**config.mk**
```make
export PLATFORM = sky130hd
export DESIGN_NAME = flow_table
export DESIGN_NICKNAME = d
export VERILOG_FILES = /design/src/common/pkt_gen_pkg.sv /design/src/flow/flow_table.sv
export SDC_FILE = /design/constraint.sdc
export NUM_CORES = 1
export LEC_CHECK = 0
export BUFFER_PORTS_ARGS = -buffer_cell sky130_fd_sc_hd__buf_2
export CORE_MARGIN = 1.5
export CORE_UTILIZATION = 29
export CTS_CLUSTER_DIAMETER = 120
export DETAILED_ROUTE_END_ITERATION = 10
export PLACE_DENSITY = 0.49
export SLEW_MARGIN = 30
export SYNTH_ARGS = -nofsm -noshare
export SYNTH_HDL_FRONTEND = slang
export SYNTH_SLANG_ARGS = --single-unit
```
**constraint.sdc**
```tcl
create_clock -name avmm_clk_ifc -period 21.4 [get_ports avmm_clk_ifc]
set_clock_uncertainty 0.1 [all_clocks]
set_input_delay 5.35 -clock avmm_clk_ifc [delete_from_list [all_inputs] [get_ports avmm_clk_ifc]]
set_output_delay 5.35 -clock avmm_clk_ifc [all_outputs]
set_load 0.005 [all_outputs]
```
**src/common/pkt_gen_pkg.sv**
```systemverilog
//////////////////////////////
// Register map, stream widths and flow definition types
// Shared by all blocks of the test-frame generator
//////////////////////////////
package pkt_gen_pkg;

    localparam int reg_w          = 32;
    localparam int addr_w         = 5;
    localparam int data_bytes     = 8;
    localparam int flow_def_words = 5;

    //////////////////////////////
    // Register word addresses
    //////////////////////////////

    localparam logic [addr_w-1:0] addr_params        = 5'd0;
    localparam logic [addr_w-1:0] addr_tx_con        = 5'd1;
    localparam logic [addr_w-1:0] addr_cntr_con      = 5'd2;
    localparam logic [addr_w-1:0] addr_pkt_cnt0      = 5'd4;
    localparam logic [addr_w-1:0] addr_pkt_cnt1      = 5'd5;
    localparam logic [addr_w-1:0] addr_byte_cnt0     = 5'd6;
    localparam logic [addr_w-1:0] addr_byte_cnt1     = 5'd7;
    localparam logic [addr_w-1:0] addr_flow_def_con  = 5'd8;
    localparam logic [addr_w-1:0] addr_last_flow     = 5'd9;
    // First of flow_def_words staging words
    localparam logic [addr_w-1:0] addr_flow_def_data = 5'd12;

    //////////////////////////////
    // Flow definition
    //////////////////////////////

    typedef struct packed {
        logic [47:0] mac_da;
        logic [47:0] mac_sa;
        logic [15:0] ether_type;
        // Whole frame in bytes, header included
        logic [15:0] frame_len;
        logic [7:0]  payload_value;
        logic [23:0] pad;
    } flow_def_t;

    // Word 0 holds the top 32 bits of the definition
    typedef union packed {
        flow_def_t                            fields;
        logic [0:flow_def_words-1][reg_w-1:0] words;
    } flow_def_u;

endpackage

```
**src/flow/flow_table.sv**
```systemverilog
//////////////////////////////
// Flow definition memory, one write port and a registered read port
//////////////////////////////
module flow_table #(
    parameter  int NUM_FLOWS = 10,
    localparam int flow_w    = $clog2(NUM_FLOWS)
) (
    input  logic                   avmm_clk_ifc,
    input  logic                   def_we,
    input  logic [flow_w-1:0]      def_addr,
    input  pkt_gen_pkg::flow_def_u def_data,
    input  logic [flow_w-1:0]      rd_addr,
    output pkt_gen_pkg::flow_def_t def_out
);
    import pkt_gen_pkg::*;

    flow_def_t mem [NUM_FLOWS];

    always_ff @(posedge avmm_clk_ifc) begin
        if (def_we) begin
            mem[def_addr] <= def_data.fields;
        end
        def_out <= mem[rd_addr];
    end

endmodule

```
==> impl_metrics.py <==
metrics = {
    "cts": {
        "cts-root-buf": "clkbuf_16",
        "h-tree-depth": 4,
        "clkTransAtPathRegs_ps": 60,
        "post_cts_buffers": 0,
        "insertion_delay_ps": 850,
        "cts_tree": "built",
        "cts_sinks": 1760,
        "cts_inserted_buffers": 190,
        "cts_hold_buf": 0,
        "postCtsResizedCells": 0,
        "cts_buffer_depth": 3,
    },
    "hold_path": {
        "hold_path_class": "reg2reg",
    },
    "power": {
        "comb_power_share_pct": 5.0,
        "pwr-share-clk_pct": 43.7,
        "p_sw_share_pct": 21.7,
        "power_frac_seq_pct": 51.4,
        "power.density_mw_per_mm2": 97.2,
        "peakVddDrop_v": 0.0000759,
        "power_switching_mw": 1.64,
        "leakagePower_nw": 26.1,
        "p_int_mw": 5.90,
    },
    "layout": {
        "mostFrequentLayoutCells": "edfxtp_1, mux2_2, buf_2",
        "syn_to_final_growth_pct": 17.3,
        "finalNetCount": 3983,
        "layout_commonest_cell": "edfxtp_1",
        "utilization_pct": 34.1,
        "drive_gt1_share_pct": 33.2,
    },
    "sta": {
        "drv_slew": 0,
        "finalSetupTns_ps": 0,
        "hold_viol": 0,
        "fin_crit_sh_pct": 41.1,
        "period_minus_slack_ps": 8800,
        "rsz0062_at_grt": "false",
        "finalSetupViolCount": 0,
        "worstMarginPinSlew_ps": 1040,
        "maxSlewHeadroom_pct": 31.0,
        "fmax_mhz": 114,
    },
    "synth": {
        "ys_ff_latch": 1760,
        "yosysSeqAreaShare_pct": 77.5,
        "netlist_instances": 3415,
        "netlist_area_mm2": 0.0661,
        "syn_nets": 3585,
        "synth_warnings": 0,
        "postSynthAreaPerCell_um2": 19.4,
        "synth_cell_type_count": 23,
    },
    "critical_path": {
        "required_ps": 22000,
        "critical-path-max-stage-delay_ps": 840,
        "cp.arrival_ps": 9400,
        "cp-end-kind": "flip-flop",
        "cp_common_cell": "buf_4",
        "cpMaxStageDelayCell": "buf_4",
        "critPathKind": "in2reg",
        "start_kind": "input port",
        "cp_max_fo": 61,
        "worstPathCellList": "buf_8 > buf_16 > buf_4 > buf_4 > buf_4 > mux2_2 > o22ai_1 > o31ai_2",
    },
    "run": {
        "cap_violations": 0,
    },
    "die": {
        "dieArea_mm2": 0.231,
        "fp.dieW_um": 480,
        "ios": 330,
        "rows": 175,
        "die_h_um": 480,
        "fp.coreArea_mm2": 0.227,
        "initial_core_util_pct": 29.1,
    },
    "detailed_routing": {
        "viasPerCell": 4.62,
        "via_count": 32280,
        "wl_per_cell_um": 23.2,
        "drt-pass1-iter-count": 4,
        "drc_errors": 0,
        "drtIter0Drc": 1778,
        "ant_nets": 0,
        "totalWireLength_mm": 162,
    },
    "global_route": {
        "antenna_found_initial": 59,
        "overflow": 0,
        "grt_max_degree": 111,
        "grt_pass1_vias": 33323,
        "grt_pass1_wl_mm": 234,
        "track_usage_pct": 13.8,
    },
    "placement": {
        "place_congestion": 0.675,
        "port_buffers": 329,
        "hpwlAfterDp_mm": 81.0,
    },
    "outcome": {
        "run_status": "finished, final reports clean",
    },
}
-- through the flow --
step / hold slack (ps) / setup WS, ps / area [µm²] / power, mW / instances
floorplan: 442 / 3770 / 66100 / 4.17 / 3415
global placement: 460 / 11370 / 71000 / 4.32 / 6626
finish: 446 / 12600 / 77500 / 7.54 / 6992
CTS: 455 / 12300 / 77500 / 7.65 / 6985
detailed placement: 462 / 11330 / 71100 / 4.33 / 6629
global route: 481 / 12410 / 77500 / 7.80 / 6989
-- cell type report --
| cell class | count | area, µm² |
|---|---|---|
| tap | 3009 | 3760 |
| timing repair buffer | 401 | 2360 |
| fill | 21503 | 150000 |
| multi-input combinational | 1460 | 13700 |
| sequential | 1760 | 51200 |
| clock inverter | 79 | 1010 |
| antenna | 6 | 15.0 |
| clock buffer | 277 | 5390 |
-- cell usage after synthesis --
cell type / n / share of area [%]
mux2_1: 1 / 0.017
buf_6: 13 / 0.22
clkbuf_1: 80 / 0.45
o22ai_1: 160 / 1.5
a22o_1: 160 / 2.1
mux2i_1: 320 / 4.8
o31ai_2: 144 / 2.7
buf_4: 58 / 0.66
nor2b_1: 1 / 0.0095
nand2_1: 162 / 0.92
nor2_1: 8 / 0.045
buf_2: 19 / 0.14
edfxtp_1: 1600 / 73
buf_1: 12 / 0.068
buf_8: 11 / 0.25
mux2_2: 479 / 8.2
or3b_2: 1 / 0.013
buf_12: 2 / 0.061
nor3_1: 3 / 0.023
nand3b_1: 2 / 0.023
nand2b_1: 3 / 0.028
dfxtp_1: 160 / 4.8
o31ai_1: 16 / 0.18
-- layer usage --
metal | up-vias | global-route usage [%] | share of wire, %
li1 | 14508 | - | -
met5 | - | 0 | 0.23
met1 | 16770 | 18.1 | 45
met4 | 62 | 4.04 | 2.4
met2 | 628 | 22.7 | 48
met3 | 312 | 3.21 | 4.8
-- state kept, by name, summed over array words and instances, names as in the netlist --
register and flops:
mem 1600, def_out 160
-- final timing paths --
path,start,endpoint,slack [ps],depth (start not counted)
worst max-delay path,rd_addr[0],def_out[3],12600,8
worst min-delay path,mem[9][92],def_out[92],450,3
worst min register to register,mem[9][92],def_out[92],450,3
worst max register to register,mem[1][87],def_out[87],20140,3
-- critical path, delay by kind of cell --
kind / cells / cell delay (ps)
AO/OA/AOI/OAI: 2 / 270
buffers and inverters: 5 / 3050
multiplexers: 1 / 410
-- cells by family (layout without fill, tap and decap cells) --
group	after synthesis	after routing	share of synthesized area [%]
AOI/OAI and AO/OA	480	480	6.54
muxes	800	800	13.0
buffers and inverters	195	757	1.86
DFF	1760	1760	77.5
other	0	6	0
and+or+nand+nor	180	180	1.06
-- power groups by stage --
stage / Combinational, mW / Sequential (mW) / Clock [mW]
floorplan: 0.221 / 3.95 / 0
global placement: 0.379 / 3.94 / 0
detailed placement: 0.383 / 3.94 / 0
CTS: 0.384 / 3.87 / 3.39
global route: 0.409 / 3.88 / 3.51
finish: 0.374 / 3.87 / 3.29
Note: power is estimated with default switching activity, not from simulation.
