--- config.mk ---
export PLATFORM = sky130hd
export DESIGN_NAME = flow_sched
export DESIGN_NICKNAME = d
export VERILOG_FILES = /design/src/flow/flow_sched.sv
export SDC_FILE = /design/constraint.sdc
export NUM_CORES = 1
export LEC_CHECK = 0
export BUFFER_PORTS_ARGS = -buffer_cell sky130_fd_sc_hd__buf_2
export CORE_MARGIN = 4
export CORE_UTILIZATION = 55
export CTS_CLUSTER_DIAMETER = 120
export DETAILED_ROUTE_END_ITERATION = 8
export HOLD_SLACK_MARGIN = 0.06
export PLACE_DENSITY = 0.9
export SYNTH_ARGS = -nofsm -noshare
export SYNTH_HDL_FRONTEND = slang
export SYNTH_SLANG_ARGS = --single-unit
--- constraint.sdc ---
create_clock -name avmm_clk_ifc -period 3.5 [get_ports avmm_clk_ifc]
set_input_delay 1.05 -clock avmm_clk_ifc [delete_from_list [all_inputs] [get_ports avmm_clk_ifc]]
set_output_delay 1.05 -clock avmm_clk_ifc [all_outputs]
set_load 0.01 [all_outputs]
--- src/flow/flow_sched.sv ---
//////////////////////////////
// Round-robin flow scheduler with finite packet budget
//////////////////////////////
module flow_sched #(
    parameter  int NUM_FLOWS = 10,
    localparam int flow_w    = $clog2(NUM_FLOWS)
) (
    input  logic              avmm_clk_ifc,
    input  logic              rst,
    input  logic              tx_enable,
    input  logic              tx_finite,
    input  logic [27:0]       tx_count,
    input  logic [flow_w-1:0] last_flow,
    input  logic              frame_busy,
    output logic              frame_start,
    output logic [flow_w-1:0] frame_flow
);
    logic              enable_q;
    logic              enable_rise;
    logic [flow_w-1:0] cur_flow;
    logic [27:0]       remaining;
    logic              budget_ok;
    logic              issue;

    assign enable_rise = tx_enable && !enable_q;
    assign budget_ok   = !tx_finite || (remaining != '0);

    // Builder raises busy only on the edge after frame_start
    assign issue = tx_enable && !enable_rise && budget_ok && !frame_busy && !frame_start;

    always_ff @(posedge avmm_clk_ifc) begin
        if (rst) begin
            enable_q    <= 1'b0;
            frame_start <= 1'b0;
            frame_flow  <= '0;
            cur_flow    <= '0;
            remaining   <= '0;
        end else begin
            enable_q    <= tx_enable;
            frame_start <= issue;
            if (enable_rise) begin
                // New run starts at flow 0 with a fresh budget
                cur_flow  <= '0;
                remaining <= tx_count;
            end else if (issue) begin
                frame_flow <= cur_flow;
                if (cur_flow >= last_flow) begin
                    cur_flow <= '0;
                end else begin
                    cur_flow <= cur_flow + 1'b1;
                end
                if (tx_finite) begin
                    remaining <= remaining - 28'd1;
                end
            end
        end
    end

endmodule

==> results of run 1 <==
[worst min-delay path by stage]
| stage | depth (start not counted) | endpoint | start |
|---|---|---|---|
| after floorplan | 2 | remaining[15] | remaining[15] |
| after global placement | 2 | frame_flow[0] | frame_flow[0] |
| after detailed placement | 2 | frame_flow[1] | frame_flow[1] |
| after CTS | 2 | frame_flow[3] | frame_flow[3] |
| after global routing | 2 | frame_flow[1] | frame_flow[1] |
| final | 2 | frame_flow[0] | frame_flow[0] |
[flip-flops by register name, indices dropped and copies added, names as in the netlist]
signal	cells
cur_flow	4
frame_flow	4
remaining	28
enable_q	1
frame_start	1
[layer usage]
layer  track usage  up-vias
li1              -     1139
met1        0.3103     1049
met2        0.3731       98
met3       0.05540        5
met4       0.09395        0
met5             0        -
[where the power goes]
group	total [W]	internal [W]	switching, W
logic	0.000198	0.0000760	0.000122
registers	0.000483	0.000455	0.0000273
clock network	0.000315	0.000159	0.000156
[worst min-delay path: cells and delay by family (launching register included)]
family	cells	cell delay [ns]
compound gates	1	0.05
flops	1	0.31
simple gates	1	0.05
[area by class of cell]
type | count | area [sq um] | area share
clock buffer | 7 | 86.33 | 0.03303
tap | 50 | 62.56 | 0.02393
inverter | 9 | 33.78 | 0.01292
timing repair buffer | 47 | 250.2 | 0.09574
multi-input combinational | 215 | 1415 | 0.5414
sequential | 38 | 760.7 | 0.2910
clock inverter | 1 | 5.005 | 0.001915
[cell usage after synthesis (all sizes together)]
cell	n
and3b	2
nand3	8
buf	3
nor2	31
o21ai	8
or3	8
a311oi	13
clkbuf	9
a31oi	4
inv	9
a32o	4
nand3b	1
a31o	1
and2	2
o31a	2
ha	7
xor2	2
o41ai	2
or4b	1
and4	1
nand4	7
nor4	7
a2111oi	2
a211oi	4
nand4b	2
nand2b	4
a22o	1
or2	2
a21oi	10
dfxtp	38
o31ai	10
nor3	9
o211ai	2
nor2b	2
o22ai	1
or4	10
nand2	33
xnor2	2
o311ai	3
o2bb2ai	1
and4bb	1
o21bai	1
mux2i	1
and3	3
[cell families (layout without fill, tap and decap cells)]
| logic type | after synthesis | in the layout | synth area share |
|---|---|---|---|
| buf+inv | 21 | 64 | 0.03603 |
| simple gates | 134 | 134 | 0.3376 |
| fa+ha+maj | 7 | 7 | 0.03880 |
| flops | 38 | 38 | 0.3370 |
| mux | 1 | 1 | 0.004435 |
| compound gates | 69 | 69 | 0.2306 |
| xor+xnor | 4 | 4 | 0.01552 |
[through the flow]
step	cells	utilization	hold slack, ns	power (W)	setup WS (ns)
final	367	0.6582	0.4621	0.0009959	0.8870
after global routing	367	0.6582	0.4817	0.001045	0.8244
after CTS	367	0.6582	0.4637	0.0009975	0.9130
after detailed placement	359	0.6352	0.4452	0.0006841	0.6080
after global placement	359	0.6352	0.4434	0.0006776	0.6466
after floorplan	274	-	0.4593	0.0006216	0.6835
[layout by cell type (no fill, tap or decap), types with 2 or more instances in the layout]
master,Yosys,routed
nand4b_1,2,2
a21oi_1,10,10
nand3_1,7,7
a31oi_1,4,4
nor2_1,31,31
a311oi_1,13,13
o41ai_1,2,2
buf_2,2,41
inv_1,9,9
nand4_1,5,5
nand2b_1,4,4
o31ai_1,9,9
o21ai_0,8,8
dfxtp_1,38,38
or4_2,2,2
o211ai_1,2,2
and2_1,2,2
a32o_1,4,4
buf_4,0,6
clkbuf_8,0,6
or4_1,8,8
and3_1,2,2
o311ai_0,3,3
xor2_1,2,2
a211oi_1,4,4
or3_1,6,6
nor4_2,2,2
nand2_1,32,32
or3_2,2,2
nor4_1,4,4
xnor2_1,2,2
nor3_1,8,8
or2_2,2,2
ha_1,7,7
nor2b_1,2,2
==> results.toml, run 1 <==
[status]
outcome = "finished clean"

[route]
vias = 2291
viasPerCell = 6.243
met2RoutedLength_microns = 2780
met1Wirelength_microns = 2495
first_pass_iters = 4
wl_met3_microns = 561
drtIter0Drc = 227
ant_nets = 0
routed.top_layer = "met4"
drc = 0
drt-total-wl_microns = 5889
wl_per_cell_microns = 16.05

[clock_network]
clock_path_buffers = 2
htreeDepth = 2
cts_tree = "yes"
cts_made_buffers = 5
post_cts_buffers = 0
cts.sinks = 38
cts-resized-gates = 0
clkLatencyLatePin_ns = 0.29
clockRootBuffer = "clkbuf_8"
holdBufCountCts = 0
clkTransAtPathRegs_ns = 0.07

[synth]
synth_area_leaders = "dfxtp_1 (34%), nand2_1 (5.3%), nor2_1 (5.2%)"
avgSynthCellArea_sq_um = 8.238
synth_area_sq_mm = 0.002257
ys_seq_elements = 38
yosysTopAreaCellShare = 0.3370
ys_seq_area_frac = 0.3370
synth_top_cell_by_area = "dfxtp_1"
yosys_warnings = 0
synthCells = 274
syn_nets = 318
ys_types = 59

[worst_setup_path]
r2r_start = "remaining[20]"
crit_fanout = 7
r2r_cells = 6
cp-start-kind = "primary input"
regToRegSetupSlack_ns = 1.08
crit_family = "simple AND/OR/NAND/NOR gates"
crit_buf_inv = 1
crit_type = "primary input to flip-flop"
crit_slowest_cell = "or4b_1"
cp-end-kind = "flip-flop"
r2r_end = "remaining[19]"
max_stage_delay_ns = 0.48
cp.depth = 6
required_ns = 3.69
crit_end = "remaining[25]"
startpoint = "frame_busy"
critPathArrivalTime_ns = 2.80
timing.critical_path.cells = "buf_2, and4bb_2, nand2_1, or3_1, or4b_1, a32o_1"

[floorplan]
dieArea_sq_mm = 0.005193
die_h_microns = 72.06
design.core.area_sq_mm = 0.003971
initial_core_util = 0.5684
io_pins = 42
fp.dieW_microns = 72.06
num_rows = 23

[power_and_ir_drop]
p_leak_nw = 0.9736
powerDensity_mw_per_mm2 = 381.0
vdd_drop_max_v = 0.0002203

[timing]
setup_tns_ns = 0
fin_crit_sh = 0.7466
rsz0062_at_grt = "no"
clock.fmax_mhz = 382.7
min_period_ns = 2.613
finalSetupViolCount = 0
slew_violations = 0
worstMarginPinSlew_ns = 0.8506
finClkSkew_ns = 0.006765
slew_headroom = 0.4329
finalHoldViolations = 0

[finish]
fin_area_sq_mm = 0.002614
syn2layout_area_growth_pct = 15.80
antenna_cells = 0
drive_gt1_frac = 0.2366
fillers = 340
layout.nets = 360

[placement]
hpwl_microns = 4182
placed_cell_area_sq_mm = 0.002522
portBuffers = 41
finalWeightedCongestion = 0.8994

[min_path]
hold_class = "flip-flop to flip-flop"

[global_route]
grt.overflow.total = 0
antenna_found_initial = 0
grt_max_degree = 21
grt.total_usage = 0.2360
grt_pass1_wl_microns = 9867
grt_pass1_vias = 2203

[job]
drv_cap = 0
Power figures use the tool's default switching activity.
==> run 2: changes to the inputs <==
Clock period 3.5 ns to 2.6 ns, I/O delays scaled along.
==> run 2 against run 1 <==
Against the previous run: global-route usage grew 1.1 points; core utilization grew 2.4 points; total power grew 41%; critical path depth is the same; die area is the same; register-to-register slack lost 0.80 ns.
==> results.toml, run 2 (same netlist as run 1, synthesis figures left out) <==
[worst_setup_path]
cp-start-kind = "flip-flop"
required_ns = 2.79
cp-end-kind = "flip-flop"
crit_slowest_cell = "nor4_2"
r2r_start = "remaining[20]"
timing.critical_path.cells = "nor4_2, nand4_2, o31ai_1, buf_4, a21oi_1, a32o_1"
regToRegSetupSlack_ns = 0.28
r2r_end = "remaining[21]"
crit_type = "flip-flop to flip-flop"
crit_fanout = 13
r2r_cells = 6
max_stage_delay_ns = 0.63
critPathArrivalTime_ns = 2.51

[clock_network]
cts_made_buffers = 5
clockRootBuffer = "clkbuf_8"
clkTransAtPathRegs_ns = 0.07
holdBufCountCts = 0
cts.sinks = 38
cts_tree = "yes"
clock_path_buffers = 2
cts-resized-gates = 0
post_cts_buffers = 0
htreeDepth = 2
clkLatencyLatePin_ns = 0.30

[global_route]
grt_pass1_vias = 2272
grt_pass1_wl_microns = 10240
grt.overflow.total = 0
grt_max_degree = 21
grt.total_usage = 0.2474
antenna_found_initial = 0

[finish]
reg_top3 = "remaining: 28 flops, cur_flow: 4 flops, frame_flow: 4 flops"
layout_common_cells = "buf_2 (41), dfxtp_1 (38), nand2_1 (32), nor2_1 (31), buf_4 (16)"
utilization = 0.6818
largest_register_ffs = 28
top_register = "remaining"
fin_cells = 377
syn2layout_area_growth_pct = 19.96
layout.nets = 370
antenna_cells = 0
final_common_cell = "buf_2"
drive_gt1_frac = 0.2630

[timing]
slew_headroom = 0.4990
setup_tns_ns = 0
finClkSkew_ns = 0.007538
worstMarginPinSlew_ns = 0.7500
fin_crit_sh = 0.8929
rsz0062_at_grt = "no"
clock.fmax_mhz = 430.7
slew_violations = 0
finalHoldViolations = 0
min_period_ns = 2.322
finalSetupViolCount = 0

[power_and_ir_drop]
switching_share = 0.2970
powerDensity_mw_per_mm2 = 519.9
p_int_w = 0.0009896
p_comb_frac = 0.198
p_leak_nw = 1.030
finalPower_w = 0.001408
seqPwrFrac = 0.462
clockPowerShare = 0.340
vdd_drop_max_v = 0.0002985
p_switching_w = 0.0004180

[status]
outcome = "finished clean"

[floorplan]
num_rows = 23
die_h_microns = 72.06
dieArea_sq_mm = 0.005193
design.core.area_sq_mm = 0.003971
io_pins = 42
fp.dieW_microns = 72.06
initial_core_util = 0.5684

[job]
drv_cap = 0

[min_path]
hold_class = "flip-flop to flip-flop"
whs_path_depth = 2
min_to = "frame_flow[1]"
hold_path_startpoint = "frame_flow[1]"

[placement]
hpwl_microns = 4519
dp.cells = 369
finalWeightedCongestion = 0.9453
portBuffers = 41

[route]
drtIter0Drc = 244
first_pass_iters = 5
vias = 2372
drc = 0
wl_per_cell_microns = 16.66
ant_nets = 0
drt-total-wl_microns = 6281
viasPerCell = 6.292
[run 2: cell type report]
type                            instances  area, sq um
Fill cell                             325         1264
Tap cell                               50        62.56
Sequential cell                        38        760.7
Multi-Input combinational cell        215         1415
Inverter                                9        33.78
Clock buffer                            8        110.1
Timing Repair Buffer                   57        325.3
[run 2: worst max-delay path, delay by kind of cell (launching register included)]
family                 cells  cell delay (ns)
and+or+nand+nor            2             0.89
DFF                        1             0.35
buffers and inverters      1             0.22
AOI/OAI and AO/OA          3             0.75
[run 2: power groups by stage]
stage          Combinational (W)  Clock, W  Sequential, W
2_1_floorplan           0.000185         0       0.000652
3_3_place_gp            0.000262         0       0.000659
3_5_place_dp            0.000271         0       0.000661
4_1_cts                 0.000276  0.000484       0.000649
5_1_grt                 0.000308  0.000510       0.000654
6_report                0.000279  0.000478       0.000650
[run 2: through the flow]
| step | hold slack, ns | setup WS, ns | area, sq um |
|---|---|---|---|
| after floorplan | 0.4593 | 0.05351 | 2257 |
| after global placement | 0.4428 | 0.1061 | 2597 |
| after detailed placement | 0.4463 | 0.04699 | 2597 |
| after CTS | 0.4576 | 0.3578 | 2708 |
| after global routing | 0.4780 | 0.2260 | 2708 |
| final | 0.4566 | 0.2785 | 2708 |
[run 2: worst max-delay path by stage]
stage,start,endpoint,slack (ns),cells after the start
detailed placement,frame_busy,remaining[25],0.05,6
finish,remaining[20],remaining[21],0.28,6
floorplan,frame_busy,remaining[25],0.05,6
global route,remaining[20],remaining[21],0.23,6
global placement,frame_busy,remaining[25],0.11,6
CTS,remaining[2],remaining[25],0.36,5
[run 2: metal layers]
metal / GRT usage / up-vias / wire [microns]
met5: 0 / - / 0
met4: 0.09395 / 0 / 110
met3: 0.08172 / 15 / 610
li1: - / 1156 / -
met1: 0.2966 / 1093 / 2579
met2: 0.4095 / 108 / 2981
