### src/common/pkt_gen_pkg.sv
//////////////////////////////
// Register map, stream widths and flow definition types
// Shared by all blocks of the test-frame generator
//////////////////////////////
package pkt_gen_pkg;

    localparam int reg_w          = 32;
    localparam int addr_w         = 5;
    localparam int data_bytes     = 8;
    localparam int flow_def_words = 5;

    //////////////////////////////
    // Register word addresses
    //////////////////////////////

    localparam logic [addr_w-1:0] addr_params        = 5'd0;
    localparam logic [addr_w-1:0] addr_tx_con        = 5'd1;
    localparam logic [addr_w-1:0] addr_cntr_con      = 5'd2;
    localparam logic [addr_w-1:0] addr_pkt_cnt0      = 5'd4;
    localparam logic [addr_w-1:0] addr_pkt_cnt1      = 5'd5;
    localparam logic [addr_w-1:0] addr_byte_cnt0     = 5'd6;
    localparam logic [addr_w-1:0] addr_byte_cnt1     = 5'd7;
    localparam logic [addr_w-1:0] addr_flow_def_con  = 5'd8;
    localparam logic [addr_w-1:0] addr_last_flow     = 5'd9;
    // First of flow_def_words staging words
    localparam logic [addr_w-1:0] addr_flow_def_data = 5'd12;

    //////////////////////////////
    // Flow definition
    //////////////////////////////

    typedef struct packed {
        logic [47:0] mac_da;
        logic [47:0] mac_sa;
        logic [15:0] ether_type;
        // Whole frame in bytes, header included
        logic [15:0] frame_len;
        logic [7:0]  payload_value;
        logic [23:0] pad;
    } flow_def_t;

    // Word 0 holds the top 32 bits of the definition
    typedef union packed {
        flow_def_t                            fields;
        logic [0:flow_def_words-1][reg_w-1:0] words;
    } flow_def_u;

endpackage

### src/csr_regs.sv
//////////////////////////////
// Register block: flow definition staging, TX control, counter readback
//////////////////////////////
module csr_regs #(
    parameter  int NUM_FLOWS = 10,
    localparam int flow_w    = $clog2(NUM_FLOWS)
) (
    input  logic                           avmm_clk_ifc,
    input  logic                           rst,
    input  logic [pkt_gen_pkg::addr_w-1:0] address,
    input  logic                           write,
    input  logic [pkt_gen_pkg::reg_w-1:0]  writedata,
    input  logic                           read,
    input  logic [63:0]                    pkt_snap,
    input  logic [63:0]                    byte_snap,
    output logic [pkt_gen_pkg::reg_w-1:0]  readdata,
    output logic                           def_we,
    output logic [flow_w-1:0]              def_addr,
    output pkt_gen_pkg::flow_def_u         def_data,
    output logic                           tx_enable,
    output logic                           tx_finite,
    output logic [27:0]                    tx_count,
    output logic [flow_w-1:0]              last_flow,
    output logic                           sample
);
    import pkt_gen_pkg::*;

    flow_def_u         stage;
    logic [addr_w-1:0] stage_idx;
    logic              stage_hit;

    // Lower addresses wrap to large offsets and miss
    assign stage_idx = address - addr_flow_def_data;
    assign stage_hit = (stage_idx < flow_def_words);

    assign def_data = stage;

    //////////////////////////////
    // Control registers
    //////////////////////////////

    always_ff @(posedge avmm_clk_ifc) begin
        if (rst) begin
            def_we    <= 1'b0;
            sample    <= 1'b0;
            tx_enable <= 1'b0;
            tx_finite <= 1'b0;
            tx_count  <= '0;
            last_flow <= '0;
        end else begin
            def_we <= write && (address == addr_flow_def_con) && writedata[0];
            sample <= write && (address == addr_cntr_con) && writedata[0];
            if (write && (address == addr_tx_con)) begin
                tx_enable <= writedata[0];
                tx_finite <= writedata[1];
                tx_count  <= writedata[31:4];
            end
            if (write && (address == addr_last_flow)) begin
                last_flow <= writedata[flow_w-1:0];
            end
        end
    end

    //////////////////////////////
    // Staging and readback
    //////////////////////////////

    always_ff @(posedge avmm_clk_ifc) begin
        if (write && stage_hit) begin
            stage.words[stage_idx] <= writedata;
        end
        // Flow id lands together with the def_we pulse
        if (write && (address == addr_flow_def_con)) begin
            def_addr <= writedata[8 +: flow_w];
        end
        if (read) begin
            case (address)
                addr_params:    readdata <= reg_w'(NUM_FLOWS);
                addr_tx_con:    readdata <= {tx_count, 2'b00, tx_finite, tx_enable};
                addr_pkt_cnt0:  readdata <= pkt_snap[31:0];
                addr_pkt_cnt1:  readdata <= pkt_snap[63:32];
                addr_byte_cnt0: readdata <= byte_snap[31:0];
                addr_byte_cnt1: readdata <= byte_snap[63:32];
                addr_last_flow: readdata <= reg_w'(last_flow);
                default:        readdata <= '0;
            endcase
        end
    end

endmodule

### config.mk
export PLATFORM = sky130hd
export DESIGN_NAME = csr_regs
export DESIGN_NICKNAME = d
export VERILOG_FILES = /design/src/common/pkt_gen_pkg.sv /design/src/csr_regs.sv
export SDC_FILE = /design/constraint.sdc
export NUM_CORES = 1
export LEC_CHECK = 0
export ABC_AREA = 1
export ABC_CLOCK_PERIOD_IN_PS = 4900
export BUFFER_PORTS_ARGS = -buffer_cell sky130_fd_sc_hd__buf_4
export CAP_MARGIN = 20
export CORE_ASPECT_RATIO = 0.7
export CORE_MARGIN = 5
export CORE_UTILIZATION = 43
export DETAILED_ROUTE_END_ITERATION = 12
export PLACE_DENSITY_LB_ADDON = 0.15
export RECOVER_POWER = 25
export SYNTH_ARGS = -nofsm -noshare
export SYNTH_HDL_FRONTEND = slang
export SYNTH_SLANG_ARGS = --single-unit
### constraint.sdc
create_clock -name avmm_clk_ifc -period 4.9 [get_ports avmm_clk_ifc]
set_input_delay 1.47 -clock avmm_clk_ifc [delete_from_list [all_inputs] [get_ports avmm_clk_ifc]]
set_output_delay 1.47 -clock avmm_clk_ifc [all_outputs]
set_load 0.01 [all_outputs]
==> out/qor.yml, run 1 <==
placed_design:
  dp_hpwl_um: 20800
  dpl.cell_count: 1436
  place.gp.congestion: 0.856
  place.port_buffers: 400
  dp_worst_setup_slack_ps: 1100
global_route:
  grt_max_degree: 41
  grt_pass1_vias: 6797
  grt_util_all_layers_pct: 21.7
  grt_pass1_wl_um: 40000
  grt-ovfl-total: 0
  antenna_found_initial: 0
synth:
  syn_nets: 959
  ys_seq_elements: 232
  yosysSeqAreaShare_pct: 73.7
  avgSynthCellArea_um2: 11.4
  synth_area_um2: 8960
  synth_cell_types: 21
  syn-instance-count: 786
  ys_warn_count: 0
floorplan:
  fp.dieH_um: 131
  die_w_um: 183
  io_pins: 401
  die_area_um2: 23900
  start_util_pct: 43.5
  core-area_um2: 20600
  rows: 44
finish:
  syn2layout_area_growth_pct: 43.1
  drive_above_1_share_pct: 35.1
  layout_common_cells: "370 x buf_4, 205 x nand2_1, 196 x edfxtp_1"
  final_core_util_pct: 62.3
  finalNetCount: 1359
  final_common_cell: "buf_4"
  antenna_cells: 0
  fin_cells: 1477
timing:
  fin_crit_ps: 3290
  slew_headroom_pct: -30.0
  layout_setup_ws_ps: 1610
  finalSetupTns_ps: 0
  tightest_slew_ps: 1950
  slew_viol_final: 33
  hold_viol_final: 0
  period_share_pct: 67.2
  finalSetupViolCount: 0
  max_clock_freq_ghz: 0.304
  final.setup_skew_ps: 9.06
  rsz0062_at_grt: "false"
route:
  routed_wl_um: 27700
  first_pass_iters: 4
  post-route-drc-count: 0
  vias_per_cell: 4.75
  post_drt_wl_per_cell_um: 18.8
  antenna_left: 0
  first_iter_violations: 464
  via_count: 7019
run:
  max_cap_viol_count: 1
power_and_ir_drop:
  p_clk_share_pct: 40.3
  max-vdd-ir-drop_mv: 0.251
  switching_share_pct: 21.1
  switching_power_mw: 0.879
  total_leakage_power_nw: 5.60
  pwr_density_cell_nw_per_um2: 325
  pwr-share-seq_pct: 52.8
  finalPower_mw: 4.16
  internal_power_mw: 3.28
  p_comb_share_pct: 6.9
outcome:
  violations: "capacitance limit, slew limit"
  status: "complete, but fails checks"
critical_path:
  crit_type: "in -> reg"
  arrival_ps: 3400
  crit_chain: "buf_4 -> inv_1 -> ha_1 -> inv_1 -> nand2_1 -> nor2_1 -> o211ai_1 -> nor2_4"
  r2r_setup_slack_ps: 4010
  cp_slowest_cell: "nor2_4"
  startpoint_type: "input pin"
  cp_max_fo: 32
  cp.required_ps: 5010
  crit_path_end_kind: "flip-flop"
  max_stage_delay_ps: 860
  cp_common_cell: "inv_1"
clock_network:
  clk_pin_slew_ps: 60
  clock_path_buffers: 3
  cts_buffers: 23
  cts_sinks: 232
  htree_levels: 1
  ctsHoldBuffers: 0
  cts_tree: "built"
  clk_latency_ps: 490
  cts_resized: 0
  cts_setup_buffers: 0
  root_buffer: "clkbuf_16"
hold_path:
  hold_path_class: "reg -> reg"
kinds of logic after synthesis:
| group | synth area share [%] |
|---|---|
| adder cells (fa/ha/maj) | 0.558 |
| buffers and inverters | 5.40 |
| flip-flops | 73.7 |
| AO/OA/AOI/OAI | 1.93 |
| AND/OR/NAND/NOR | 18.4 |
registers in the layout, indices dropped and copies added, names as in the netlist:
| signal | flops |
|---|---|
| tx_count | 28 |
| def_addr | 4 |
| tx_enable | 1 |
| tx_finite | 1 |
| def_data | 160 |
| sample | 1 |
| def_we | 1 |
| readdata | 32 |
| last_flow | 4 |
final timing paths:
check                               to                      start  cells past startpoint
max reg2reg  readdata[0]$_SDFFCE_PN0P_     tx_enable$_SDFFE_PP0P_                      4
max             def_data[37]$_DFFE_PP_                 address[2]                      8
min reg2reg  last_flow[1]$_SDFFE_PP0P_  last_flow[1]$_SDFFE_PP0P_                      4
min          last_flow[1]$_SDFFE_PP0P_  last_flow[1]$_SDFFE_PP0P_                      4
per-stage QoR:
step	instance area, um^2	hold slack, ps
after floorplan	8960	542
after global placement	12200	519
after detailed placement	12200	529
after CTS	12900	545
after global routing	12800	583
final	12800	544
cells in the mapped netlist, drive strengths merged:
master,count,share of area (%)
nand2,207,8.7
o211ai,1,0.084
ha,4,0.56
nand3,48,2.7
dfxtp,36,8.0
nor2,112,5.1
clkbuf,8,0.34
o21ai,33,1.8
buf,21,1.5
nor4,1,0.070
nor3,32,1.8
nor3b,1,0.084
edfxtp,196,66
inv,86,3.6
layout make-up:
class                      count  area (um^2)
multi-input combinational    439         1920
clock buffer                  27          591
tap                          276          345
clock inverter                13          116
fill                        1768         7770
inverter                      86          323
timing repair buffer         404         2920
sequential                   232         6610
power groups by stage:
stage	Combinational, mW	Sequential, mW	Clock [mW]
floorplan	0.0624	2.26	0
global placement	0.299	2.24	0
detailed placement	0.304	2.24	0
CTS	0.305	2.20	1.71
global route	0.313	2.20	1.80
finish	0.289	2.20	1.68
layer usage:
metal / vias up / track usage [%] / wire [um]
li1: 3387 / - / -
met1: 3309 / 27.5 / 10700
met2: 297 / 37.9 / 13800
met3: 26 / 7.06 / 2870
met4: 0 / 3.18 / 325
met5: - / 0 / 0
worst max-delay path: cells and delay by family:
kind / cells / cell delay [ps]
AOI/OAI and AO/OA: 1 / 330
adders and majority gates: 1 / 290
buffers and inverters: 3 / 250
and+or+nand+nor: 3 / 1040
Note: power is estimated with default switching activity, not from simulation.
==> run 2, diff against run 1 <==
--- a/config.mk
+++ b/config.mk
@@ -5,13 +5,13 @@
 export SDC_FILE = /design/constraint.sdc
 export NUM_CORES = 1
 export LEC_CHECK = 0
-export ABC_AREA = 1
-export ABC_CLOCK_PERIOD_IN_PS = 4900
+export ABC_AREA = 0
+export ABC_CLOCK_PERIOD_IN_PS = 2700
 export BUFFER_PORTS_ARGS = -buffer_cell sky130_fd_sc_hd__buf_4
 export CAP_MARGIN = 20
 export CORE_ASPECT_RATIO = 0.7
 export CORE_MARGIN = 5
-export CORE_UTILIZATION = 43
+export CORE_UTILIZATION = 42
 export DETAILED_ROUTE_END_ITERATION = 12
 export PLACE_DENSITY_LB_ADDON = 0.15
 export RECOVER_POWER = 25
==> constraint.sdc (replaced) <==
create_clock -name avmm_clk_ifc -period 2.7 [get_ports avmm_clk_ifc]
set_input_delay 0.81 -clock avmm_clk_ifc [delete_from_list [all_inputs] [get_ports avmm_clk_ifc]]
set_output_delay 0.81 -clock avmm_clk_ifc [all_outputs]
set_load 0.01 [all_outputs]
==> run 2 against run 1 <==
The run still ends with capacitance limit, slew limit left. Synthesized area shrank 3.1%. Combinational power up 120%. Clock skew about the same. Routed wire length shrank 3.4%. Largest cell class unchanged.
==> out/qor.yml, run 2 <==
placed_design:
  dp_hpwl_um: 19800  # -4.5%
  place.port_buffers: 400  # unchanged
  dp_worst_setup_slack_ps: 285  # -810 ps
  place.gp.congestion: 0.802  # -6.3%
  dpl-instance-area_um2: 12200  # -0.42%
  dpl.cell_count: 1195  # -17%
clock_network:
  clock_path_buffers: 3  # unchanged
  clk_pin_slew_ps: 70  # about the same
  cts_buffers: 23  # unchanged
  cts_resized: 0  # unchanged
  cts_tree: "built"
  root_buffer: "clkbuf_16"
  ctsHoldBuffers: 0  # unchanged
  cts_sinks: 232  # unchanged
  htree_levels: 1  # unchanged
  clk_latency_ps: 490  # about the same
  cts_setup_buffers: 0  # unchanged
finish:
  layout_common_cells: "377 x buf_4, 196 x edfxtp_1, 53 x o21ai_0"
  nFillCells: 1587  # -10%
  antenna_cells: 0  # unchanged
  largest_reg_flops: 160  # unchanged
  syn2layout_area_growth_pct: 46.9
  final_common_cell: "buf_4"
  finalNetCount: 1117  # -18%
  final_core_util_pct: 62.1  # -0.15 points
  final_area_um2: 12800  # -0.51%
  fin_cells: 1235  # -16%
  drive_above_1_share_pct: 48.3  # +13 points
floorplan:
  rows: 44  # unchanged
  die_area_um2: 23700  # -0.74%
  die_w_um: 182  # -0.38%
  io_pins: 401  # unchanged
  start_util_pct: 42.3  # -1.2 points
  fp.dieH_um: 130  # -0.37%
  core-area_um2: 20500  # -0.27%
route:
  via_count: 6335  # -9.7%
  vias_per_cell: 5.13  # +7.9%
  antenna_left: 0  # unchanged
  post-route-drc-count: 0  # unchanged
  post_drt_wl_per_cell_um: 21.7  # +16%
  first_iter_violations: 596  # +28%
  first_pass_iters: 6  # +2
  routed_wl_um: 26800  # -3.4%
global_route:
  grt_max_degree: 59  # +44%
  grt-ovfl-total: 0  # unchanged
  antenna_found_initial: 0  # unchanged
  grt_pass1_vias: 6071  # -11%
  grt_util_all_layers_pct: 20.9  # -0.82 points
  grt_pass1_wl_um: 37900  # -5.2%
timing:
  hold_viol_final: 0  # unchanged
  slew_headroom_pct: -24.8  # +5.2 points
  period_share_pct: 76.5
  fin_crit_ps: 2070
  layout_setup_ws_ps: 634  # -975 ps
  max_clock_freq_ghz: 0.484
  finalSetupViolCount: 0  # unchanged
  rsz0062_at_grt: "false"
  slew_viol_final: 33  # unchanged
  tightest_slew_ps: 1870  # -77.7 ps
  finalSetupTns_ps: 0  # unchanged
  final.setup_skew_ps: 8.76  # -0.291 ps
critical_path:
  critPathBufInv: 1  # -2
  cp_max_fo: 32  # unchanged
  max_stage_delay_ps: 1310  # +450 ps
  arrival_ps: 2150  # -1250 ps
  crit_type: "in -> reg"
  cp.required_ps: 2780  # -2230 ps
  crit_chain: "clkbuf_1"
  crit_path_end_kind: "flip-flop"
  startpoint_type: "input pin"
  cp_slowest_cell: "clkbuf_1"
  crit_family: "buffers and inverters"
synth:
  synth_top_family_by_area: "compound AO/OA/AOI/OAI gates"
  synth_top_area_share_pct: 67.8  # +2.1 points
  synth_common_cells: "196 x edfxtp_1, 53 x o21ai_0, 41 x nand3_1, 36 x dfxtp_1, 34 x a21oi_1"
  synth_ff_type: "edfxtp_1"
  synthMuxAreaShare_pct: 7.62  # +7.6 points
  async_flop_share_pct: 0  # unchanged
  avgSynthCellArea_um2: 16.1  # +42%
  syn-instance-count: 538  # -32%
  syn_nets: 711  # -26%
  synth-simple-area-share_pct: 4.71  # -14 points
  yosysSeqAreaShare_pct: 76.1  # +2.4 points
  synth-xor-area-share_pct: 0.101  # +0.10 points
  synth_edf_count: 196  # unchanged
  ys_seq_elements: 232  # unchanged
  synth_top_area_cell: "edfxtp_1"
  synthAdderAreaFrac_pct: 0.576  # +0.018 points
  synthTopCellsByArea: "edfxtp_1 68%, dfxtp_1 8.3%, mux2_2 4.3%"
  synth_compound_area_share_pct: 8.59  # +6.7 points
  synth_area_um2: 8680  # -3.1%
  yosysMostFrequentCell: "edfxtp_1"
  synth_cell_types: 38  # +81%
  ys_warn_count: 0  # unchanged
run:
  max_cap_viol_count: 1  # unchanged
power_and_ir_drop:
  total_leakage_power_nw: 4.96  # -11%
  max-vdd-ir-drop_mv: 0.439  # +75%
  pwr_density_cell_nw_per_um2: 598  # +84%
hold_path:
  hold_path_class: "reg -> reg"
outcome:
  violations: "capacitance limit, slew limit"
  status: "complete, but fails checks"
## run 2: cell count changes in the layout (fill, tap and decap cells not counted), moves of 7 or more
cell / change
a22oi_1: +28
nor2_4: -8
nor2_1: -98
buf_12: +8
nor3_1: -31
nand2_1: -202
mux2_2: +33
inv_1: -83
o21ai_0: +24
mux2i_1: +29
buf_4: +7
a21oi_1: +34
## run 2: layer usage
| metal | track usage [%] | up-vias | part of all wire, % |
|---|---|---|---|
| li1 | - | 2922 | - |
| met5 | 0 | - | 0 |
| met2 | 35.2 | 316 | 50 |
| met1 | 26.8 | 3070 | 39 |
| met3 | 7.33 | 27 | 10 |
| met4 | 3.71 | 0 | 1.4 |
## run 2: final cells by class
type	count	area (um^2)	share of cell area (%)
sequential	232	6610	51.8
multi-input combinational	266	1970	15.5
tap	276	345	2.71
clock buffer	26	587	4.60
inverter	3	11.3	0.0883
timing repair buffer	418	3110	24.4
clock inverter	14	121	0.951
## run 2: kinds of logic after synthesis
family / Yosys count
compound gates: 131
xor+xnor: 1
fa+ha+maj: 4
buf+inv: 40
flops: 232
mux: 62
simple gates: 68
## run 2: worst paths after layout
path	startpoint	end	slack [ps]	depth (start not counted)
max	read	readdata[5]$_SDFFCE_PN0P_	630	1
min	tx_count[24]$_SDFFE_PP0P_	tx_count[24]$_SDFFE_PP0P_	500	2
max reg2reg	tx_enable$_SDFFE_PP0P_	readdata[0]$_SDFFCE_PN0P_	1410	3
min reg2reg	tx_count[24]$_SDFFE_PP0P_	tx_count[24]$_SDFFE_PP0P_	500	2
## run 2: report_power, final
group,internal [mW],leakage (nW),switching (mW)
sequential,3.96,2.07,0.0245
clock,1.75,0.344,1.27
combinational,0.316,2.55,0.307
## run 2: through the flow
stage          power [mW]  hold WS, ps
2_1_floorplan        4.29          510
3_3_place_gp         4.71          484
3_5_place_dp         4.71          487
4_1_cts              7.72          495
5_1_grt              7.90          526
6_report             7.63          496
