File: src/common/pkt_gen_pkg.sv
//////////////////////////////
// Register map, stream widths and flow definition types
// Shared by all blocks of the test-frame generator
//////////////////////////////
package pkt_gen_pkg;

    localparam int reg_w          = 32;
    localparam int addr_w         = 5;
    localparam int data_bytes     = 8;
    localparam int flow_def_words = 5;

    //////////////////////////////
    // Register word addresses
    //////////////////////////////

    localparam logic [addr_w-1:0] addr_params        = 5'd0;
    localparam logic [addr_w-1:0] addr_tx_con        = 5'd1;
    localparam logic [addr_w-1:0] addr_cntr_con      = 5'd2;
    localparam logic [addr_w-1:0] addr_pkt_cnt0      = 5'd4;
    localparam logic [addr_w-1:0] addr_pkt_cnt1      = 5'd5;
    localparam logic [addr_w-1:0] addr_byte_cnt0     = 5'd6;
    localparam logic [addr_w-1:0] addr_byte_cnt1     = 5'd7;
    localparam logic [addr_w-1:0] addr_flow_def_con  = 5'd8;
    localparam logic [addr_w-1:0] addr_last_flow     = 5'd9;
    // First of flow_def_words staging words
    localparam logic [addr_w-1:0] addr_flow_def_data = 5'd12;

    //////////////////////////////
    // Flow definition
    //////////////////////////////

    typedef struct packed {
        logic [47:0] mac_da;
        logic [47:0] mac_sa;
        logic [15:0] ether_type;
        // Whole frame in bytes, header included
        logic [15:0] frame_len;
        logic [7:0]  payload_value;
        logic [23:0] pad;
    } flow_def_t;

    // Word 0 holds the top 32 bits of the definition
    typedef union packed {
        flow_def_t                            fields;
        logic [0:flow_def_words-1][reg_w-1:0] words;
    } flow_def_u;

endpackage

File: src/tx_counters.sv
//////////////////////////////
// Packet and byte totals of the output stream
//////////////////////////////
module tx_counters (
    input  logic                               avmm_clk_ifc,
    input  logic                               rst,
    input  logic                               tvalid,
    input  logic                               tready,
    input  logic                               tlast,
    input  logic [pkt_gen_pkg::data_bytes-1:0] tkeep,
    input  logic                               sample,
    output logic [63:0]                        pkt_snap,
    output logic [63:0]                        byte_snap
);
    logic [63:0] pkt_total;
    logic [63:0] byte_total;
    logic        beat_ok;

    assign beat_ok = tvalid && tready;

    always_ff @(posedge avmm_clk_ifc) begin
        if (rst) begin
            pkt_total  <= '0;
            byte_total <= '0;
            pkt_snap   <= '0;
            byte_snap  <= '0;
        end else begin
            if (beat_ok) begin
                byte_total <= byte_total + 64'($countones(tkeep));
                if (tlast) begin
                    pkt_total <= pkt_total + 64'd1;
                end
            end
            // Snapshot holds totals up to the cycle before
            if (sample) begin
                pkt_snap  <= pkt_total;
                byte_snap <= byte_total;
            end
        end
    end

endmodule
File: config.mk
export PLATFORM = sky130hd
export DESIGN_NAME = tx_counters
export DESIGN_NICKNAME = d
export VERILOG_FILES = /design/src/common/pkt_gen_pkg.sv /design/src/tx_counters.sv
export SDC_FILE = /design/constraint.sdc
export NUM_CORES = 1
export LEC_CHECK = 0
export ABC_CLOCK_PERIOD_IN_PS = 4900
export BUFFER_PORTS_ARGS = -buffer_cell sky130_fd_sc_hd__buf_2
export CORE_ASPECT_RATIO = 0.6
export CORE_MARGIN = 4
export CORE_UTILIZATION = 52
export CTS_CLUSTER_DIAMETER = 30
export CTS_CLUSTER_SIZE = 14
export DETAILED_ROUTE_END_ITERATION = 10
export PLACE_DENSITY = 0.73
export SLEW_MARGIN = 5
export SYNTH_ARGS = -nofsm -noshare
export SYNTH_HDL_FRONTEND = slang
export SYNTH_SLANG_ARGS = --single-unit
File: constraint.sdc
create_clock -name avmm_clk_ifc -period 4.9 [get_ports avmm_clk_ifc]
set_clock_uncertainty 0.1 [all_clocks]
set_input_delay 0.98 -clock avmm_clk_ifc [delete_from_list [all_inputs] [get_ports avmm_clk_ifc]]
set_output_delay 0.98 -clock avmm_clk_ifc [all_outputs]
set_load 0.1 [all_outputs]
==> results.yml, run 1 <==
place:
  post-dp-hpwl_um: 18100
  routabilityCongestion: 0.814
  dpl-instance-area_mm2: 0.0119
  dp_cells: 1561
  portBuffers: 141
sta:
  relSlewSlack_pct: 28.1
  slew_violations: 0
  fmax_mhz: 224
  hold_viol: 0
  setup_viol: 0
  min_period_ns: 4.46
  worstMarginPinSlew_ns: 1.08
  period_share_pct: 91.1
  setup_tns_ns: 0
  rsz0062_at_grt: "false"
  fin_hold_ws_ns: 0.387
finish:
  ff_latch_area_mm2: 0.00512
  nFillCells: 1745
  diodes: 0
  drive_gt1_share_pct: 17.4
  post-route-cell-area_mm2: 0.0131
  area_growth_pct: 19.8
  layout.nets: 1354
  multiInputGateArea_mm2: 0.00547
  stdcell_count: 1630
setup_path:
  crit_chain: "buf_2, fa_1, inv_1, fa_1, fa_1, fa_1, inv_1, fa_1, a211o_1, and3_1, nand4_1, or4_1, a21oi_1"
  r2r_cells: 11
  cpPeakStageDelay_ns: 0.55
  cp_slowest_cell: "or4_1"
  timing.rr.start: "byte_total[0]"
  startpoint_type: "primary input"
  regToRegEndpoint: "byte_total[54]"
  r2r_slack_ns: 1.13
  endpoint_kind: "flip-flop"
  crit_fanout: 6
  path_depth: 13
  cp_num_buf_inv: 3
  crit_arrival_ns: 4.77
  path_class: "in -> reg"
  crit_path_frequent_cell: "fa_1"
  critical_path.top_delay_family: "adder cells"
  cp.required_ns: 5.20
routing:
  drc: 0
  dr.pass1.iters: 5
  via_per_inst: 5.71
  drt-initial-drc-count: 594
  vias: 9305
  ant_nets: 0
  route.detailed.wl_per_inst_um: 16.4
  wl_um: 26800
synthesis:
  syn_area_per_cell_um2: 9.11
  synthArstFlopShare_pct: 0
  yosysUniqueCellTypes: 49
  synth_nets: 1228
  synth_cells: 1202
  synth_edf_count: 0
  synth_area_mm2: 0.0110
  yosysSeqAreaShare_pct: 46.8
  ys_ff_latch: 256
  yosys-top-cells-area: "dfxtp_1 (47%), mux2i_1 (12%), nor2_1 (6.7%), a21oi_1 (3.3%), nand4_1 (3.1%)"
  yosys_warnings: 0
  synth_top_area_share_pct: 46.8
  yosysMostFrequentCell: "dfxtp_1"
  synth_flop_cell: "dfxtp_1"
  synth_top_area_cell: "dfxtp_1"
  yosys-top-cells-count: "dfxtp_1 (256), nor2_1 (195), mux2i_1 (128)"
clock_network:
  clockBufferDepth: 3
  cts_tree: "done"
  postCtsResizedCells: 0
  clockRootBuffer: "clkbuf_16"
  clk_latency_ns: 0.50
  clk_pin_slew_ns: 0.05
  htree_num_levels: 2
  cts_sinks: 256
  cts_made_buffers: 38
  post_cts_buffers: 0
  cts_hold_buffers: 0
die:
  die_y_um: 120
  die_x_um: 195
  die_area_mm2: 0.0235
  core_area_mm2: 0.0203
  boundaryPins: 142
  num_rows: 40
  start_util_pct: 53.9
worst_hold_path:
  worst_hold_path_type: "reg -> reg"
  whs_path_depth: 2
  holdCritStartpoint: "pkt_snap[52]"
  holdPathEnd: "pkt_snap[52]"
pwr:
  p_per_area_mw_per_mm2: 379
  p_leak_nw: 5.31
  vdd_drop_max_uv: 345
  finalPower_mw: 4.97
grt:
  grt_pass1_wl_um: 45100
  grt_pass1_vias: 8690
  grt_max_degree: 164
  antenna_found_initial: 0
  grt.total_usage_pct: 22.4
  gr-total-overflow: 0
flow_run:
  drv_cap: 0
outcome:
  outcome: "finished clean"
[cells by family (layout without fill, tap and decap cells)]
kind of cell	after synthesis	count (layout)	share of synthesized area, %
AO/OA/AOI/OAI	160	160	8.84
XOR/XNOR	46	46	3.68
adder cells (fa/ha/maj)	12	12	1.71
buffers and inverters	92	247	3.36
flip-flops	256	256	46.8
multiplexers	132	132	12.1
AND/OR/NAND/NOR	504	504	23.5
[layout make-up]
cell class / count / share of cell area, %
Sequential cell: 256 / 39.0
Inverter: 24 / 0.686
Tap cell: 273 / 2.60
Multi-Input combinational cell: 854 / 41.6
Clock inverter: 25 / 1.89
Timing Repair Buffer: 154 / 6.33
Clock buffer: 44 / 7.81
[through the flow]
step                utilization, %  setup WS, ns
floorplan                        -         0.211
global placement              58.3        0.0561
detailed placement            58.3       -0.0222
CTS                           64.6         0.465
global route                  64.6         0.239
finish                        64.6         0.435
[placed cells by master, fill, tap and decap left out, types with 5 or more instances in the layout]
cell type	count
dfxtp_1	256
fa_1	5
nor3_1	13
and4_1	9
nor2b_1	9
and2_1	5
clkinvlp_4	7
nand2_1	55
and3_1	18
nand3_1	50
buf_4	12
o31ai_1	41
ha_1	7
inv_1	24
inv_6	6
clkbuf_16	39
or4_1	43
mux2i_1	128
or3_1	27
nand4_1	55
xor2_1	34
nor4_1	10
buf_2	139
a21oi_1	72
nor2_1	195
xnor2_1	12
o21ai_0	28
[power breakdown]
part           internal [mW]  switching (mW)
registers               2.09         0.00692
logic                 0.0767           0.129
clock network           1.64            1.02
total                   3.81            1.16
[per-layer routing]
metal / vias up / share of wire (%) / GRT usage [%]
met5: - / 0 / 0
met4: 0 / 1.1 / 4.14
met3: 24 / 6.6 / 5.04
met2: 239 / 40 / 30.9
met1: 4440 / 53 / 35.6
li1: 4602 / - / -
[sequential cells by signal (all words and copies together) (netlist names)]
name,count
byte_total,64
byte_snap,64
pkt_snap,64
pkt_total,64
[tightest hold or removal path, delay by kind of cell, from the launching register on]
family,cells,cell delay [ns]
DFF,1,0.32
and+or+nand+nor,1,0.07
muxes,1,0.06
[worst max-delay path by stage]
stage                         from        endpoint
final                     tkeep[0]  byte_total[54]
after detailed placement  tkeep[0]  byte_total[62]
after CTS                 tkeep[0]  byte_total[54]
after global placement    tkeep[0]  byte_total[58]
after global routing      tkeep[0]  byte_total[58]
after floorplan           tkeep[0]  byte_total[56]
No activity file was read; power rests on OpenSTA's default activity.
==> run 2, diff against run 1 <==
--- a/config.mk
+++ b/config.mk
@@ -5,15 +5,16 @@
 export SDC_FILE = /design/constraint.sdc
 export NUM_CORES = 1
 export LEC_CHECK = 0
+export ABC_AREA = 1
 export ABC_CLOCK_PERIOD_IN_PS = 4900
 export BUFFER_PORTS_ARGS = -buffer_cell sky130_fd_sc_hd__buf_2
 export CORE_ASPECT_RATIO = 0.6
 export CORE_MARGIN = 4
-export CORE_UTILIZATION = 52
+export CORE_UTILIZATION = 53
 export CTS_CLUSTER_DIAMETER = 30
 export CTS_CLUSTER_SIZE = 14
 export DETAILED_ROUTE_END_ITERATION = 10
-export PLACE_DENSITY = 0.73
+export PLACE_DENSITY = 0.74
 export SLEW_MARGIN = 5
 export SYNTH_ARGS = -nofsm -noshare
 export SYNTH_HDL_FRONTEND = slang
==> results.yml, run 2 <==
flow_run:
  drv_cap: 0
synthesis:
  synth_cells: 1733
  synth_edf_count: 0
  synth_flop_cell: "dfxtp_1"
  yosys_warnings: 0
  yosysUniqueCellTypes: 36
  yosys-top-cells-count: "nand2_1 (316), nor2_1 (293), dfxtp_1 (256)"
  yosysMostFrequentCell: "nand2_1"
  syn_area_per_cell_um2: 6.83
  yosys-top-cells-area: "dfxtp_1 (43%), nand2_1 (10%), nor2_1 (9.3%), o21ai_0 (7.4%), inv_1 (6.8%)"
  synthArstFlopShare_pct: 0
  synth_top_area_share_pct: 43.3
  synth_area_mm2: 0.0118
  yosysSeqAreaShare_pct: 43.3
  synth_top_area_cell: "dfxtp_1"
  ys_ff_latch: 256
  synth_nets: 1759
finish:
  drive_gt1_share_pct: 13.2
  diodes: 0
  multiInputGateArea_mm2: 0.00567
  nFillCells: 2074
  mostFrequentLayoutCells: "nand2_1 (316), nor2_1 (293), dfxtp_1 (256), inv_1 (214), o21ai_0 (174)"
  area_growth_pct: 18.0
  layout.nets: 1887
  stdcell_count: 2174
  layout_commonest_cell: "nand2_1"
  ff_latch_area_mm2: 0.00512
  post-route-cell-area_mm2: 0.0140
clock_network:
  cts_sinks: 256
  postCtsResizedCells: 0
  clockBufferDepth: 3
  post_cts_buffers: 0
  cts_tree: "done"
  cts_made_buffers: 38
  clk_latency_ns: 0.53
  htree_num_levels: 2
  clockRootBuffer: "clkbuf_16"
  clk_pin_slew_ns: 0.06
  cts_hold_buffers: 0
pwr:
  p_per_area_mw_per_mm2: 389
  vdd_drop_max_uv: 237
  p_leak_nw: 5.76
setup_path:
  cpPeakStageDelay_ns: 0.52
  crit_fanout: 7
  regToRegEndpoint: "byte_total[48]"
  cp_slowest_cell: "fa_1"
  r2r_slack_ns: 1.38
  r2r_cells: 17
  crit_arrival_ns: 4.49
  crit_chain: "buf_2, fa_1, inv_1, fa_1, fa_1, fa_1, inv_1, fa_1, nand2_1, nand2_1, nand2_1, nand2_2, nand3_1, nor2_2, nand2_1, inv_2, nand3_1, nand2_1, nor2_1"
  path_class: "in -> reg"
  timing.rr.start: "byte_total[0]"
  startpoint_type: "primary input"
  endpoint_kind: "flip-flop"
  cp.required_ns: 5.18
place:
  portBuffers: 141
  post-dp-hpwl_um: 27100
  dp_cells: 2107
  dpl-instance-area_mm2: 0.0127
  routabilityCongestion: 0.978
routing:
  wl_um: 36800
  route.detailed.wl_per_inst_um: 16.9
  ant_nets: 0
  drt-initial-drc-count: 1211
  drc: 0
  via_per_inst: 5.43
  vias: 11798
  dr.pass1.iters: 7
worst_hold_path:
  whs_path_depth: 2
  holdCritStartpoint: "pkt_snap[10]"
  worst_hold_path_type: "reg -> reg"
  holdPathEnd: "pkt_snap[10]"
grt:
  antenna_found_initial: 0
  grt_pass1_wl_um: 56900
  gr-total-overflow: 0
  grt.total_usage_pct: 28.8
  grt_pass1_vias: 10418
  grt_max_degree: 114
sta:
  setup_tns_ns: 0
  hold_viol: 0
  setup_viol: 0
  slew_violations: 0
  period_share_pct: 86.0
  worstMarginPinSlew_ns: 0.985
  relSlewSlack_pct: 34.3
  fmax_mhz: 237
  min_period_ns: 4.22
  rsz0062_at_grt: "false"
die:
  die_y_um: 124
  die_x_um: 201
  num_rows: 42
  die_area_mm2: 0.0249
  core_area_mm2: 0.0220
  start_util_pct: 53.8
  boundaryPins: 142
outcome:
  outcome: "finished clean"
## run 2: cell count changes in the layout (fill, tap and decap cells not counted), moves of 27 or more
cell	delta
nand2_1	+261
inv_1	+190
o21ai_0	+146
mux2i_1	-128
nor2_1	+98
a21oi_1	+75
or4_1	-43
o31ai_1	-41
nand3_1	+38
nor3_1	+36
or3_1	-27
## run 2: logic make-up (layout without fill, tap and decap cells)
kind of cell / count (synthesis) / count (layout) / share of synthesized area, %
XOR/XNOR: 22 / 22 / 1.63
buffers and inverters: 277 / 432 / 8.82
AO/OA/AOI/OAI: 339 / 339 / 14.6
AND/OR/NAND/NOR: 827 / 827 / 30.0
adder cells (fa/ha/maj): 12 / 12 / 1.59
flip-flops: 256 / 256 / 43.3
## run 2: where the power goes
part / internal, mW / total (mW) / switching (mW)
sequential: 2.14 / 2.17 / 0.0298
clock: 1.57 / 2.60 / 1.03
combinational: 0.109 / 0.662 / 0.554
total: 3.82 / 5.43 / 1.62
## run 2: worst max-delay path, delay by kind of cell
family / cells / cell delay (ns)
adder cells (fa/ha/maj): 5 / 2.08
buffers and inverters: 4 / 0.38
AND/OR/NAND/NOR: 10 / 1.07
## run 2: worst max path at each step
stage                        start             end  cells after the start
after global routing      tkeep[0]  byte_total[58]                     20
after CTS                 tkeep[0]  byte_total[60]                     17
after global placement    tkeep[0]  byte_total[48]                     19
final                     tkeep[0]  byte_total[48]                     19
after detailed placement  tkeep[0]  byte_total[60]                     17
after floorplan           tkeep[0]  byte_total[42]                     17
## run 2: area by class of cell
type                       instances  share of cell area (%)
clock buffer                      47                    7.58
clock inverter                    20                    1.23
sequential                       256                    36.7
multi-input combinational       1200                    40.6
inverter                         219                    5.91
tap                              286                    2.56
timing repair buffer             146                    5.45
## run 2: metrics by stage
stage | hold WS (ns) | total power [mW] | util [%] | setup slack, ns
4_1_cts | 0.392 | 5.47 | 63.5 | 0.734
6_report | 0.385 | 5.43 | 63.5 | 0.684
3_3_place_gp | 0.370 | 2.86 | 57.9 | 0.281
5_1_grt | 0.406 | 5.61 | 63.5 | 0.369
2_1_floorplan | 0.349 | 2.76 | - | 0.661
3_5_place_dp | 0.376 | 2.87 | 57.9 | 0.182
## run 2: routing by layer
metal  GRT usage, %  part of all wire (%)  vias up
met5              0                     0        -
met4           5.93                   1.3        0
met3           9.52                    11       38
met2           37.1                    37      471
met1           45.5                    51     5420
li1               -                     -     5869
==> run 3, diff against run 2 <==
--- a/config.mk
+++ b/config.mk
@@ -7,14 +7,15 @@
 export LEC_CHECK = 0
 export ABC_AREA = 1
 export ABC_CLOCK_PERIOD_IN_PS = 4900
-export BUFFER_PORTS_ARGS = -buffer_cell sky130_fd_sc_hd__buf_2
+export CAP_MARGIN = 30
 export CORE_ASPECT_RATIO = 0.6
 export CORE_MARGIN = 4
-export CORE_UTILIZATION = 53
+export CORE_UTILIZATION = 57
 export CTS_CLUSTER_DIAMETER = 30
 export CTS_CLUSTER_SIZE = 14
 export DETAILED_ROUTE_END_ITERATION = 10
-export PLACE_DENSITY = 0.74
+export DONT_BUFFER_PORTS = 1
+export PLACE_DENSITY = 0.72
 export SLEW_MARGIN = 5
 export SYNTH_ARGS = -nofsm -noshare
 export SYNTH_HDL_FRONTEND = slang
==> results.yml, run 3 (synthesis results as in run 2) <==
grt:
  antenna_found_initial: 0
  gr-usage-met3_pct: 9.82
  grtUsageMet1_pct: 48.3
  grt_pass1_wl_um: 55500
  grt_pass1_vias: 10096
  grt-busiest-layer: "met1"
  gr-total-overflow: 0
  grt_max_degree: 226
  grt.total_usage_pct: 29.4
  grtUsageMet2_pct: 36.2
routing:
  drt-initial-drc-count: 1236
  ant_nets: 0
  wl_um: 35200
  vias: 11415
  via_per_inst: 5.63
  drc: 0
  dr.pass1.iters: 6
  route.detailed.wl_per_inst_um: 17.4
finish:
  finalCoreUtilization_pct: 66.6
  diodes: 0
  layout_commonest_cell: "nand2_1"
  post-route-cell-area_mm2: 0.0135
  stdcell_count: 2027
  drive_gt1_share_pct: 6.44
  nFillCells: 1838
  mostFrequentLayoutCells: "nand2_1 (316), nor2_1 (293), dfxtp_1 (256), inv_1 (214), o21ai_0 (174)"
  layout.nets: 1754
  area_growth_pct: 13.7
setup_path:
  endpoint_kind: "flip-flop"
  startpoint_type: "primary input"
  r2r_cells: 18
  crit_path_frequent_cell: "nand2_1"
  timing.rr.start: "byte_total[0]"
  crit_end: "byte_total[48]"
  crit_fanout: 7
  crit_arrival_ns: 4.53
  cp.required_ns: 5.24
  regToRegEndpoint: "byte_total[48]"
  cpPeakStageDelay_ns: 0.52
  path_class: "in -> reg"
  r2r_slack_ns: 1.32
  crit_chain: "fa_1, inv_1, fa_1, fa_1, fa_1, inv_1, fa_1, nand2_1, nand2_1, nand2_1, nand2_2, nand3_1, nor2_2, nand2_1, inv_2, nand2_1, nand2_1, nand2_1, nor2_1"
  critPathLaunch: "tkeep[0]"
  cp_slowest_cell: "fa_1"
clock_network:
  clockBufferDepth: 3
  post_cts_buffers: 0
  cts_sinks: 256
  cts_made_buffers: 36
  postCtsResizedCells: 0
  htree_num_levels: 2
  cts_tree: "done"
  clk_latency_ns: 0.50
  clockRootBuffer: "clkbuf_16"
  clk_pin_slew_ns: 0.06
  cts_hold_buffers: 0
die:
  die_x_um: 194
  boundaryPins: 142
  start_util_pct: 58.6
  num_rows: 40
  core_area_mm2: 0.0202
  die_area_mm2: 0.0232
  die_y_um: 120
place:
  dpl-instance-area_mm2: 0.0121
  portBuffers: 0
  dp_cells: 1959
  routabilityCongestion: 0.998
  post-dp-hpwl_um: 25800
sta:
  rsz0062_at_grt: "false"
  setup_tns_ns: 0
  slew_violations: 0
  min_period_ns: 4.20
  fmax_mhz: 238
  setup_viol: 0
  relSlewSlack_pct: 31.4
  period_share_pct: 85.6
  worstMarginPinSlew_ns: 1.03
  hold_viol: 0
pwr:
  vdd_drop_max_uv: 309
  p_leak_nw: 5.14
  p_per_area_mw_per_mm2: 405
flow_run:
  drv_cap: 0
worst_hold_path:
  holdCritStartpoint: "byte_total[63]"
  worst_hold_path_type: "reg -> reg"
outcome:
  outcome: "finished clean"
## run 3: layer usage
metal	up-vias	wire (µm)
li1	5602	-
met1	5245	17800
met2	527	12600
met3	41	4420
met4	0	388
met5	-	0
## run 3: cell type report
cell class,count,area (µm²),share of cell area (%)
well taps,273,342,2.54
multi-input cells,1200,5670,42.1
flip-flops and latches,256,5120,38.1
repair buffers,15,243,1.80
clock buffers,43,988,7.35
clock inverters,21,263,1.95
inverters,219,826,6.14
## run 3: metrics by stage
step / total power, mW / worst slack, ns / hold slack, ns
final: 5.45 / 0.705 / 0.395
after global placement: 2.78 / 0.382 / 0.377
after CTS: 5.46 / 0.761 / 0.390
after detailed placement: 2.80 / 0.252 / 0.371
after floorplan: 2.76 / 0.661 / 0.349
after global routing: 5.61 / 0.477 / 0.421
## run 3: report_power, final
| group | internal (mW) | total [mW] | switching (mW) |
|---|---|---|---|
| sequential | 2.14 | 2.54 | 0.402 |
| combinational | 0.0861 | 0.223 | 0.137 |
| clock | 1.68 | 2.68 | 1.00 |
| total | 3.90 | 5.45 | 1.54 |
## run 3: how the worst min path moves through the flow
stage	to	slack [ns]	cells past startpoint
after floorplan	byte_snap[63]	0.35	2
after global placement	byte_snap[63]	0.38	2
after detailed placement	byte_snap[63]	0.37	2
after CTS	byte_snap[63]	0.39	2
after global routing	byte_snap[63]	0.42	2
final	byte_snap[63]	0.39	2
## run 3: critical path: cells and delay by family
| family | cells | cell delay (ns) |
|---|---|---|
| adder cells (fa/ha/maj) | 5 | 2.07 |
| buffers and inverters | 3 | 0.27 |
| AND/OR/NAND/NOR | 11 | 1.20 |
